[src/hdl/mania_pkg.sv]
////////////////////////////////////////
// shared sizes, tick periods and types for the rhythm game core
// import into every core module
////////////////////////////////////////

package mania_pkg;

	// chart source and memory
	localparam int BYTE_W = 8;
	localparam int BYTES_PER_WORD = 3;
	localparam int WORD_W = BYTE_W * BYTES_PER_WORD;
	localparam int ADDR_W = 13;
	localparam int CHART_DEPTH = 8192;
	localparam int LANES = 4;

	// play timing, short for simulation
	localparam int AUDIO_PERIOD = 8; // clocks per audio tick
	localparam int UPDATE_PERIOD = 20; // clocks per update tick
	localparam int PLAY_DELAY = 4; // silent audio ticks

	typedef enum logic [2:0] {
		PH_INIT,
		PH_LOAD,
		PH_W_LOAD,
		PH_SCAN,
		PH_W_SCAN,
		PH_PLAY
	} core_phase_e;

	// one byte from the chart source
	typedef struct packed {
		logic [BYTE_W-1:0] data;
		logic last; // final chart byte
	} byte_xfer_t;

	typedef struct packed {
		logic [ADDR_W-1:0] base;
		logic [ADDR_W-1:0] size;
	} lane_entry_t;

	typedef lane_entry_t [LANES-1:0] lane_table_t;

endpackage

[src/hdl/lane_table_scan.sv]
////////////////////////////////////////
// walks the lane size table at the head of the
// chart and holds base/size for each lane
////////////////////////////////////////

`timescale 1ns/1ps

module lane_table_scan import mania_pkg::*; (
	input logic CLK,
	input logic RESET_L,
	input logic scan_start,
	output logic rd_en,
	output logic [ADDR_W-1:0] rd_addr,
	input logic [WORD_W-1:0] rd_data,
	output lane_table_t lane_table,
	output logic scan_done
);

	typedef enum logic [1:0] {SC_IDLE, SC_ADDR, SC_WAIT, SC_CAP} sc_state_e;

	sc_state_e st;
	logic [$clog2(LANES)-1:0] lane;
	logic [ADDR_W-1:0] rd_ptr; // address of the current size word
	logic [ADDR_W-1:0] size_w;

	assign size_w = rd_data[ADDR_W-1:0];
	assign rd_en = (st == SC_ADDR);
	assign rd_addr = rd_ptr;

	// last capture, phase moves on at the same edge
	assign scan_done = (st == SC_CAP) && (lane == LANES - 1);

	always_ff @(posedge CLK) begin
		if (!RESET_L) begin
			st <= SC_IDLE;
			lane <= '0;
			rd_ptr <= '0;
			lane_table <= '0;
		end else begin
			case (st)
				SC_IDLE: if (scan_start) begin
					st <= SC_ADDR;
					lane <= '0;
					rd_ptr <= '0;
				end
				SC_ADDR: st <= SC_WAIT;
				SC_WAIT: st <= SC_CAP; // read data lands here
				SC_CAP: begin
					lane_table[lane].base <= rd_ptr + 1'b1;
					lane_table[lane].size <= size_w;
					// next lane reads at base + size
					rd_ptr <= rd_ptr + 1'b1 + size_w;
					lane <= lane + 1'b1;
					if (lane == LANES - 1)
						st <= SC_IDLE;
					else
						st <= SC_ADDR;
				end
				default: st <= SC_IDLE;
			endcase
		end
	end

endmodule

[config.mk]
export PLATFORM = sky130hd
export DESIGN_NAME = lane_table_scan
export DESIGN_NICKNAME = d
export VERILOG_FILES = /design/src/hdl/mania_pkg.sv /design/src/hdl/lane_table_scan.sv
export SDC_FILE = /design/constraint.sdc
export NUM_CORES = 1
export LEC_CHECK = 0
export BUFFER_PORTS_ARGS = -buffer_cell sky130_fd_sc_hd__buf_2
export CAP_MARGIN = 20
export CORE_MARGIN = 3
export CORE_UTILIZATION = 56
export CTS_CLUSTER_DIAMETER = 80
export DETAILED_ROUTE_END_ITERATION = 8
export PLACE_DENSITY = 0.85
export SLEW_MARGIN = 0
export SYNTH_ARGS = -nofsm -noshare
export SYNTH_HDL_FRONTEND = slang
export SYNTH_SLANG_ARGS = --single-unit
[constraint.sdc]
create_clock -name CLK -period 4.9 [get_ports CLK]
set_input_delay 0.245 -clock CLK [delete_from_list [all_inputs] [get_ports CLK]]
set_output_delay 0.245 -clock CLK [all_outputs]
set_load 0.1 [all_outputs]
Word level (Yosys, flattened, before mapping)
Cells that the tools add are included.
Widths: inputs -> output; s select.
{"block": "word_totals", "reg_bits": 121, "inputBits": 27, "out_inout_bits": 119}
{"block": "op_classes", "addsub": 3, "magnitude_cmp": 2, "eq_ne": 5, "n_mux": 13, "reduce_logical": 5}
{"op": "$bwmux 104", "count": 2}
{"op": "$demux 26 s2", "count": 2}
{"op": "$mux 13", "count": 2}
{"op": "$mux 26", "count": 1}
{"op": "$pmux 13 s2", "count": 1}
{"op": "$add 13x1->13 const B", "count": 1}
{"op": "$add 13x13->13", "count": 1}
{"op": "$pmux 2 s4", "count": 1}
{"op": "$eq 2x2->1 const B", "count": 3}
{"op": "$mux 2", "count": 2}
{"op": "$pmux 2 s2", "count": 1}
{"op": "$lt 2x3->1 const B", "count": 1}
{"op": "$add 2x1->2 const B", "count": 1}
{"op": "$eq 2x1->1 const B", "count": 1}
{"op": "$ge 2x1->1 const B", "count": 1}
{"op": "$logic_and 1x1->1", "count": 2}
{"op": "$logic_not 2->1", "count": 1}
{"op": "$ne 2x2->1 const B", "count": 1}
{"op": "$reduce_and 2->1", "count": 1}
{"op": "$reduce_bool 2->1", "count": 1}
{"op": "$mux 1", "count": 1}

Logic depth before layout (Yosys ltp)
Gate-level depths: netlist (run 1).
{"block": "depth", "ltp_word": 6, "mapped_depth": 13}

Worst setup path after synthesis (run 1)
OpenSTA, ideal clock, no wires.
{"block": "synth_timing", "path_kind": "reg-to-reg", "startpoint": "register rd_ptr[0], in the netlist rd_addr[0]", "endpoint": "register rd_ptr[11], in the netlist rd_addr[11]", "setup_time_ns": 0.066, "arrival_ns": 3.425, "required_ns": 4.834, "path_slack_ns": 1.409, "stages_incl_launch_ff": 13, "period_less_slack_ns": 3.491, "path_cell_list": "dfxtp_1 ha_1 nand3_2 inv_1 nand3_1 xor2_1 inv_1 ha_1 a21o_1 a21oi_1 o221ai_1 a2111o_1 nand3_1"}
{"block": "synth_via", "elab_chain_cells": 3}
{"element": "from (decl)", "line_no": "lane_table_scan.sv:23", "rtl": "logic [ADDR_W-1:0] rd_ptr;"}
{"element": "from (signal assigned)", "line_no": "lane_table_scan.sv:52", "rtl": "rd_ptr <= rd_ptr + 1'b1 + size_w;"}
{"element": "$add 13x1->13", "line_no": "lane_table_scan.sv:52"}
{"element": "$add 13x13->13", "line_no": "lane_table_scan.sv:52"}
{"element": "$pmux 13 s2", "line_no": "lane_table_scan.sv:40", "rtl": "case (st)"}
No other way between the ends.
A chain may end at the register's enable or synchronous reset.

Worst setup path after layout (run 1)
Same ends and word-level chain as after synthesis.

==> results of run 1 <==
-- flip-flops by register name (all words and copies together) (netlist names) --
name	count
lane	2
lane_table	104
rd_addr	13
st	2
-- routing by layer --
metal / up-vias / part of all wire, % / global-route usage (%)
met3: 36 / 8.6 / 9.13
met4: 0 / 2.7 / 12.8
met2: 205 / 48 / 46.3
met5: - / 0 / 0
met1: 2183 / 41 / 33.6
li1: 2255 / - / -
-- metrics by stage --
| step | total power, µW | util (%) |
|---|---|---|
| 2_1_floorplan | 1580 | - |
| 3_3_place_gp | 1670 | 66.8 |
| 3_5_place_dp | 1690 | 66.8 |
| 4_1_cts | 3040 | 74.1 |
| 5_1_grt | 3120 | 74.1 |
| 6_report | 3030 | 74.1 |
-- critical path: cells and delay by family (launching register included) --
family | cells | cell delay [ns]
adders and majority gates | 2 | 0.65
and+or+nand+nor | 3 | 0.31
DFF | 1 | 0.52
AOI/OAI and AO/OA | 4 | 1.03
buffers and inverters | 2 | 0.21
xor gates and xnor gates | 1 | 0.46
-- final timing paths --
kind | from | endpoint | slack, ns
worst max register to register | rd_addr[0] | rd_addr[11] | 1.64
worst max-delay path | rd_addr[0] | rd_addr[11] | 1.64
worst min register to register | lane_table[6] | lane_table[6] | 0.46
worst min-delay path | rd_data[1] | lane_table[27] | 0.04
-- area by class of cell --
cell class	count	area share [%]
sequential	121	36.8
multi-input combinational	413	39.3
clock buffer	19	6.55
tap	108	2.05
timing repair buffer	138	10.6
inverter	25	1.42
clock inverter	13	3.30
-- logic make-up (layout without fill, tap and decap cells) --
| kind of cell | Yosys count | count (layout) | share of synthesized area (%) |
|---|---|---|---|
| simple gates | 224 | 224 | 18.1 |
| compound gates | 149 | 149 | 23.0 |
| flops | 121 | 121 | 46.2 |
| buf+inv | 59 | 195 | 4.37 |
| fa+ha+maj | 21 | 21 | 5.16 |
| xor+xnor | 18 | 18 | 3.01 |
| mux | 1 | 1 | 0.191 |
-- power breakdown --
part,total [µW],switching (µW),leakage [µW],internal (µW)
Combinational,612,489,0.00221,124
Sequential,1060,33.3,0.000976,1030
Clock,1350,456,0.000309,896
Total,3030,978,0.00349,2050
-- synth_stat cells, types with 2 or more instances --
| master | instances |
|---|---|
| a211oi_1 | 2 |
| a21boi_0 | 57 |
| a21o_1 | 2 |
| a21oi_1 | 7 |
| a22oi_1 | 5 |
| and2_1 | 9 |
| buf_1 | 5 |
| buf_2 | 6 |
| clkbuf_1 | 23 |
| dfxtp_1 | 121 |
| ha_1 | 20 |
| inv_1 | 24 |
| nand2_1 | 178 |
| nand3_1 | 6 |
| nand4_1 | 3 |
| nor2_1 | 9 |
| nor2b_1 | 8 |
| nor3b_1 | 3 |
| o211a_1 | 46 |
| o21a_1 | 3 |
| o21ai_0 | 10 |
| o21ai_1 | 2 |
| o2bb2ai_1 | 4 |
| o31a_1 | 2 |
| o31ai_1 | 2 |
| xnor2_1 | 9 |
| xor2_1 | 9 |
==> results.md, run 1 <==
* Status: finished clean
* Worst Path Required at between 5 and 6 ns
* Setup TNS at 0 ns
* Max stage delay on crit path at around 0.52 ns
* Crit. End Element: flip-flop
* Worst-path clk slew at 0.06 ns
* Cells after synthesis at 593
* Clock Root Buffer: clkbuf_8
* Post-route cell area at 6590 µm²
* Tot GR Track Use at between 20% and 30%
* Layout Cells excl Fill at 837
* Fin. max-slew vios at 0
* Die ar. at 10600 µm²
* Area of the multi-input gates at 2590 µm²
* Io pins at 146
* Crit path DAT at 3.71 ns
* Sequential share of the synthesized area at 46.2%
* RSZ-0062 raised after global routing: false
* CTS Hold Buffers Added at 0
* Reg area at 2420 µm²
* Mean area per synthesized cell at 8.83 µm²
* Num rows at 34
* CTS tree: done
* Drt initial violations at 273
* Vias/cell at approximately 5.6
* Nets at 764
* Wire per inst at 17.3 µm
* Dpl hpwl at 9780 µm
* Global placer's final weighted congestion at 0.841
* Initial Utilization at 58.9%
* ANT nets after route at 0
* Endpoints failing hold at 0
* Largest net degree at the start of global routing at 116
* Clk sinks at 121
* Max-cap violations at 0
* Mapped cell area at 5240 µm²
* ANT cells at 0
* Setup slack after layout at about 1.6 ns
* Die W at 103 µm
* Count of final setup violators at 0
* Number of remaining DRC errors at 0
* Startpoint types: flip-flop
* Post_cts resized at 0
* Maximum clock rate at about 310 MHz
* Synth top area share at 46.2%
* Clock Path Buffers at 2
* Wire length of the first global-routing pass at 22900 µm
* Worst-path fanout max at 9
* Layout area overhead at 25.8%
* Worst path cell trace: ha_1 -> nand3_2 -> inv_1 -> nand3_1 -> xor2_1 -> inv_1 -> ha_1 -> a21o_1 -> a21oi_1 -> o221ai_1 -> a2111o_1 -> nand3_1
* Worst Reg-to-Reg Cells at 12
* Antenna violations before repair at 0
* Cell variety after synth at 45
* Crit path kind: reg -> reg
* Pleak at 0.00349 µW
* Post-CTS Repair Setup Buffers at 0
* Post-synth EDFFs at 0
* Die Ht at between 100 and 150 µm
* Minimum clock period after layout at between 3 and 4 ns
* Most frequent cells in the layout: 178 x nand2_1, 134 x buf_2, 121 x dfxtp_1
* Synth Warn # at 0
* Leading area contributor after synthesis: dfxtp_1
* Hold depth at 3
* Core ar. at 8890 µm²
* TritonCTS Buffers at 17
* HP Class: in -> reg
* Slowest cell on crit path: dfxtp_1
* Part of the cycle the worst path needs at approximately two thirds
* DP Worst Slack at ~1.7 ns
* FILL cells at 617
* Share of cells above drive strength 1 at 24.0%
* CTS H-tree depth at 4
* Router iterations before antenna repair at 5
* Top_reg_cell synth: dfxtp_1
* # port buffers at 134
* Slew @ Worst Pin at 0.969 ns
* Worst-skew pair later-pin latency at around 0.52 ns
* Power Dens Cells at 459 nW/µm²
* Peak supply drop at 0.302 mV
* Via count at 4679
* Synth top area cells: dfxtp_1 46%, nand2_1 13%, o211a_1 8.8%, a21boi_0 8.2%, ha_1 4.8%
* Placed cell area at a little under 6000 µm²
* Grt ovf at 0
* Placed Cells at 805
* Relative slew slack at 35.4%
* Asr flop ratio synth at 0%
* Commonest non-fill, non-tap cell in the layout: nand2_1
* Syn_nets at 641
* Vias in the first global route at around 4600
* Clock Skew at 0.0150 ns
* Synthesis-stage register bit count at 121
* Worst hold margin at 0.0428 ns
* Total wire length after detailed routing at about 14000 µm
Power figures use the tool's default switching activity.
==> run 2, diff against run 1 <==
ABC_AREA = 1   (was not set)
CORE_UTILIZATION = 52   (was 56)
PLACE_DENSITY = 0.8   (was 0.85)
clock period = 3.4 ns   (was 4.9 ns; I/O delays follow)
==> run 2 against run 1 <==
Sequential share of layout area decreased by 0.23 points. Power increased by 53%. Count of clock-buffer cells in the layout increased by 5. Highest routed layer unchanged.
==> results.md, run 2 <==
* Post-CTS Repair Setup Buffers at 0
* Synth Warn # at 0
* Number of remaining DRC errors at 0
* Startpoint types: flip-flop
* Leading area contributor after synthesis: dfxtp_1
* Share of cells above drive strength 1 at 21.4%
* TritonCTS Buffers at 17
* RSZ-0062 raised after global routing: false
* Count leader, synth: nor2_1
* Minimum clock period after layout at approximately 2.9 ns
* Vias in the first global route at 4821
* Max-cap violations at 0
* Cells after synthesis at around 710
* Peak supply drop at between 0.3 and 0.4 mV
* Die W at 107 µm
* Sequential share of the synthesized area at 46.1%
* Core ar. at 9820 µm²
* Die ar. at around 11000 µm²
* Nets at about 890
* Die Ht at 107 µm
* Power Dens Cells at approximately 700 nW/µm²
* Vias/cell at 5.23
* Count of final setup violators at 0
* HP Class: in -> reg
* Worst-path fanout max at 5
* Via count at approximately 5200
* Clock Path Buffers at 2
* Sw power at 1710 µW
* ANT nets after route at 0
* FILL cells at ~830
* Pleak at 0.00341 µW
* Commonest non-fill, non-tap cell in the layout: nor2_1
* Total wire length after detailed routing at 15300 µm
* Hold depth at 3
* Reg area at 2420 µm²
* Reg with most FFs: lane_table
* Part of the cycle the worst path needs at 85.3%
* Antenna violations before repair at 0
* CTS H-tree depth at 4
* Grt ovf at 0
* Post-synth EDFFs at 0
* Maximum clock rate at 345 MHz
* Post_cts resized at 0
* Synthesis-stage register bit count at ~120
* Clock Root Buffer: clkbuf_8
* Drt initial violations at ~340
* Post-layout util at 67.5%
* Clk sinks at 121
* Clock power frac at 38.9%
* Mapped cell area at 5260 µm²
* Endpoints failing hold at 0
* Dpl hpwl at 10700 µm
* Crit path kind: reg -> reg
* Num rows at 36
* Router iterations before antenna repair at 5
* Slew @ Worst Pin at 0.987 ns
* Worst Reg-to-Reg Cells at 15
* Status: finished clean
* Syn_nets at 761
* Clock Skew at 0.00491 ns
* Number of flip-flops in the largest register at between 100 and 150
* Layout area overhead at 26.1%
* Cell variety after synth at 30
* Io pins at about 150
* Combinational Power Share at 27.0%
* Relative slew slack at 34.1%
* Synth top area cells: dfxtp_1 46%, nor2_1 12%, o21ai_0 10%, a21oi_1 5.3%, inv_1 5.3%
* Asr flop ratio synth at 0%
* Crit path DAT at 3.31 ns
* Top_reg_cell synth: dfxtp_1
* Tot GR Track Use at 27.1%
* Top post-synthesis cells by count: 171 x nor2_1, 121 x dfxtp_1, 108 x o21ai_0, 74 x inv_1, 64 x nand2_1
* Wire per inst at 15.5 µm
* Crit. End Element: flip-flop
* Wire length of the first global-routing pass at 23900 µm
* Worst-path clk slew at 0.05 ns
* Largest net degree at the start of global routing at 75
* Worst Path Required at approximately 3.8 ns
* ANT cells at 0
* Area of the multi-input gates at roughly 2400 µm²
* Pint at 2920 µW
* Most frequent cells in the layout: 171 x nor2_1, 134 x buf_2, 121 x dfxtp_1
* Mean area per synthesized cell at approximately 7.4 µm²
* Reg power frac at 34.1%
* Fin. max-slew vios at 0
* CTS tree: done
* Setup TNS at 0 ns
* Global placer's final weighted congestion at ~0.96
* Switch share at 37.0%
* # port buffers at 134
* Initial Utilization at 53.5%
* Synth top area share at 46.1%
* Worst-skew pair later-pin latency at 0.52 ns
[run 2: changes by cell type after synthesis, sizes merged, moves of 9 or more]
| cell | change |
|---|---|
| o211a | -46 |
| a21boi | -57 |
| a21oi | +48 |
| nand2 | -113 |
| and2 | -9 |
| o21ai | +101 |
| inv | +51 |
| nand3 | +13 |
| nor2 | +167 |
[run 2: what timing repair did]
action	4_1_cts	5_1_grt
setup endpoints to repair	0	0
hold buffers	2	0
hold endpoints to repair	3	0
[run 2: path summary, 6_finish.rpt]
check | slack [ns] | endpoint | start
hold reg to reg | 0.48 | lane_table[35] | lane_table[35]
hold / removal | 0.02 | lane_table[83] | rd_data[5]
setup reg to reg | 0.50 | rd_addr[12] | rd_addr[4]
setup / recovery | 0.50 | rd_addr[12] | rd_addr[4]
[run 2: cells by family (layout without fill, tap and decap cells)]
family                     Yosys count  count (layout)  synth area share [%]
DFF                                121             121                  46.1
and+or+nand+nor                    271             271                  21.0
buffers and inverters              111             253                  8.31
adders and majority gates           21              21                  5.14
xor gates and xnor gates            11              11                  2.12
AOI/OAI and AO/OA                  178             178                  17.3
[run 2: power by group through the flow]
stage / Combinational [µW] / Clock, µW / Sequential [µW]
after global routing: 1330 / 1870 / 1590
after floorplan: 428 / 0 / 2190
after detailed placement: 1240 / 0 / 1610
final: 1250 / 1800 / 1580
after global placement: 1220 / 0 / 1600
after CTS: 1250 / 1810 / 1580
[run 2: final cells by class]
class / count / share of cell area, %
Tap cell: 133 / 2.51
Multi-Input combinational cell: 481 / 36.2
Clock buffer: 24 / 7.25
Inverter: 77 / 4.36
Timing Repair Buffer: 145 / 11.4
Clock inverter: 7 / 1.74
Sequential cell: 121 / 36.5
[run 2: metrics by stage]
step                hold WS (ns)  total power [µW]  std cells  instance area (µm²)  setup WS [ns]
finish                    0.0222              4630        988                 6630          0.500
global placement           0.460              2820        955                 6010          0.663
CTS                       0.0110              4640        988                 6630          0.547
floorplan                  0.334              2620        713                 5260          0.289
global route              0.0169              4800        988                 6630          0.352
detailed placement         0.471              2850        955                 6010          0.600
[run 2: worst max-delay path, stage by stage (launching register included)]
cell     delay [ns]
dfxtp_1        0.40
inv_1          0.13
nor4_2         0.34
nand3_1        0.14
xor2_1         0.51
inv_1          0.10
ha_1           0.36
nand2_1        0.08
nor2_1         0.18
inv_1          0.06
nor2_1         0.09
nand2_1        0.07
nand3_1        0.09
nand3_1        0.09
nand3_1        0.09
a21oi_1        0.06
[run 2: metal layers]
metal,wire length (µm),part of all wire (%),up-vias,track usage [%]
li1,-,-,2554,-
met1,6400,42,2390,33.6
met2,7330,48,184,44.4
met3,1070,7.0,40,6.86
met4,504,3.3,0,12.3
met5,0,0,-,0
==> run 3, diff against run 2 <==
ABC_AREA = not set   (was 1)
PLACE_DENSITY = 0.86   (was 0.8)
SKIP_LAST_GASP = 1   (was not set)
==> run 3 against run 2 <==
Global-route usage is 0.32 points lower. Non-clock buffer count increased by 15. Sequential cell count is the same. Clock skew up 0.00057 ns. Worst hold slack improved by 0.091 ns. Utilization is 1.2 points higher. Count of clock-buffer cells in the layout down 2. Final cell count is 11% lower. Combinational power decreased by 27%. Sequential share of layout area fell by 0.42 points. Cell area increased by 1.3%. Fmax is 2.5% lower. Largest cell class is now multi-input gates.
==> results.md, run 3 (synthesis gave the netlist of run 1 again) <==
* Slowest cell on crit path: dfxtp_2
* HP Class: in -> reg
* Grt ovf at 0
* Largest net degree at the start of global routing at 93
* CTS tree: done
* Number of remaining DRC errors at 0
* Layout area overhead at 28.2%
* Antenna violations before repair at 0
* CTS H-tree depth at 4
* Wire per inst at 17.1 µm
* Critical path depth at 13
* Io pins at around 150
* Worst-skew pair later-pin latency at 0.51 ns
* Number of flip-flops in the largest register at 104
* Clock Root Buffer: clkbuf_8
* HP Start: RESET_L
* Crit path launch: rd_addr[0]
* Hold depth at 2
* Status: finished clean
* Clock Path Buffers at 2
* Num rows at 36
* Part of the cycle the worst path needs at 87.5%
* Max stage delay on crit path at 0.44 ns
* Worst-path fanout max at 9
* Slew @ Worst Pin at 0.918 ns
* Share of cells above drive strength 1 at 24.3%
* Worst Reg-to-Reg Cells at 13
* Fin. max-slew vios at 0
* # port buffers at 134
* Flop-to-flop setup slack at 0.43 ns
* Peak supply drop at 0.365 mV
* Initial Utilization at ~54%
* RSZ-0062 raised after global routing: false
* Worst Path Required at 3.85 ns
* WP buf/inv at 3
* ANT nets after route at 0
* Clk sinks at 121
* Tot GR Track Use at 26.8%
* Crit path kind: reg -> reg
* Die Ht at 106 µm
* Count of final setup violators at 0
* TritonCTS Buffers at 17
* Drt initial violations at ~360
* Post_cts resized at 0
* Maximum clock rate at 336 MHz
* Nets at approximately 790
* R2R Path Start: rd_addr[0]
* Router iterations before antenna repair at 5
* Most frequent cells in the layout: 178 x nand2_1, 134 x buf_2, 119 x dfxtp_1
* Setup TNS at 0 ns
* Vias in the first global route at around 4700
* Pleak at 0.00354 µW
* Global placer's final weighted congestion at about 0.83
* Wire length of the first global-routing pass at around 24000 µm
* Reg with most FFs: lane_table
* Vias/cell at 5.42
* Dpl hpwl at 10100 µm
* Worst-path clk slew at 0.06 ns
* Minimum clock period after layout at 2.97 ns
* Total wire length after detailed routing at 15100 µm
* Crit. End Element: flip-flop
* Relative slew slack at between 30 and 40%
* ANT cells at 0
* Endpoints failing hold at 0
* Startpoint types: flip-flop
* Cell family with most CP delay: compound AO/OA/AOI/OAI gates
* Core ar. at 9770 µm²
* Crit path DAT at 3.43 ns
* Max-cap violations at 0
* DP Worst Slack at around 0.49 ns
* Die ar. at 11300 µm²
* Die W at 106 µm
* Worst path cell trace: ha_1 -> nand3_2 -> inv_1 -> nand3_1 -> xor2_1 -> buf_4 -> inv_1 -> ha_1 -> a21o_1 -> a21oi_1 -> o221ai_1 -> a2111o_1 -> nand3_1
* Commonest non-fill, non-tap cell in the layout: nand2_1
* Clock Skew at 0.00548 ns
* Via count at roughly 4800
* Power Dens Cells at a little over 600 nW/µm²
* Setup slack after layout at 0.425 ns
[run 3: cell count changes in the layout (fill, tap and decap cells not counted), moves of 14 or more]
cell,previous run,this run
nand2_1,64,178
a21boi_0,0,57
o21ai_0,108,10
a21oi_1,56,7
inv_1,74,24
nor2_1,171,9
o211a_1,0,46
nand3_1,20,6
[run 3: what timing repair did]
action,CTS,global route
buffers inserted,0,0
hold buffers,13,0
hold endpoints to repair,41,0
[run 3: power breakdown]
group          leakage, µW  internal (µW)  switching (µW)
clock             0.000264           1050             599
combinational      0.00230            196             712
sequential        0.000977           1480            49.5
total              0.00354           2730            1360
[run 3: layout make-up]
type / count / area, µm²
fillers: 780 / 3060
well taps: 133 / 166
clock buffers: 22 / 443
multi-input cells: 413 / 2590
inverters: 25 / 93.8
repair buffers: 160 / 898
flip-flops and latches: 121 / 2420
clock inverters: 9 / 100
[run 3: routing by layer]
layer | GRT usage (%) | up-vias | wire length, µm
li1 | - | 2290 | -
met1 | 31.9 | 2251 | 6200
met2 | 45.6 | 213 | 7400
met3 | 7.35 | 32 | 1120
met4 | 10.8 | 0 | 384
met5 | 0 | - | 0
[run 3: final timing paths]
| kind | to |
|---|---|
| worst max-delay path | rd_addr[11] |
| worst max register to register | rd_addr[11] |
| worst min register to register | lane_table[4] |
| worst min-delay path | lane_table[45] |
[run 3: through the flow]
stage	instance area [µm²]	std cells	hold slack, ns	total power (µW)	util, %
detailed placement	6040	839	0.456	2450	61.8
floorplan	5240	593	0.315	2280	-
finish	6710	883	0.113	4090	68.7
CTS	6710	883	0.0895	4110	68.7
global route	6710	883	0.118	4240	68.7
global placement	6040	839	0.447	2420	61.8
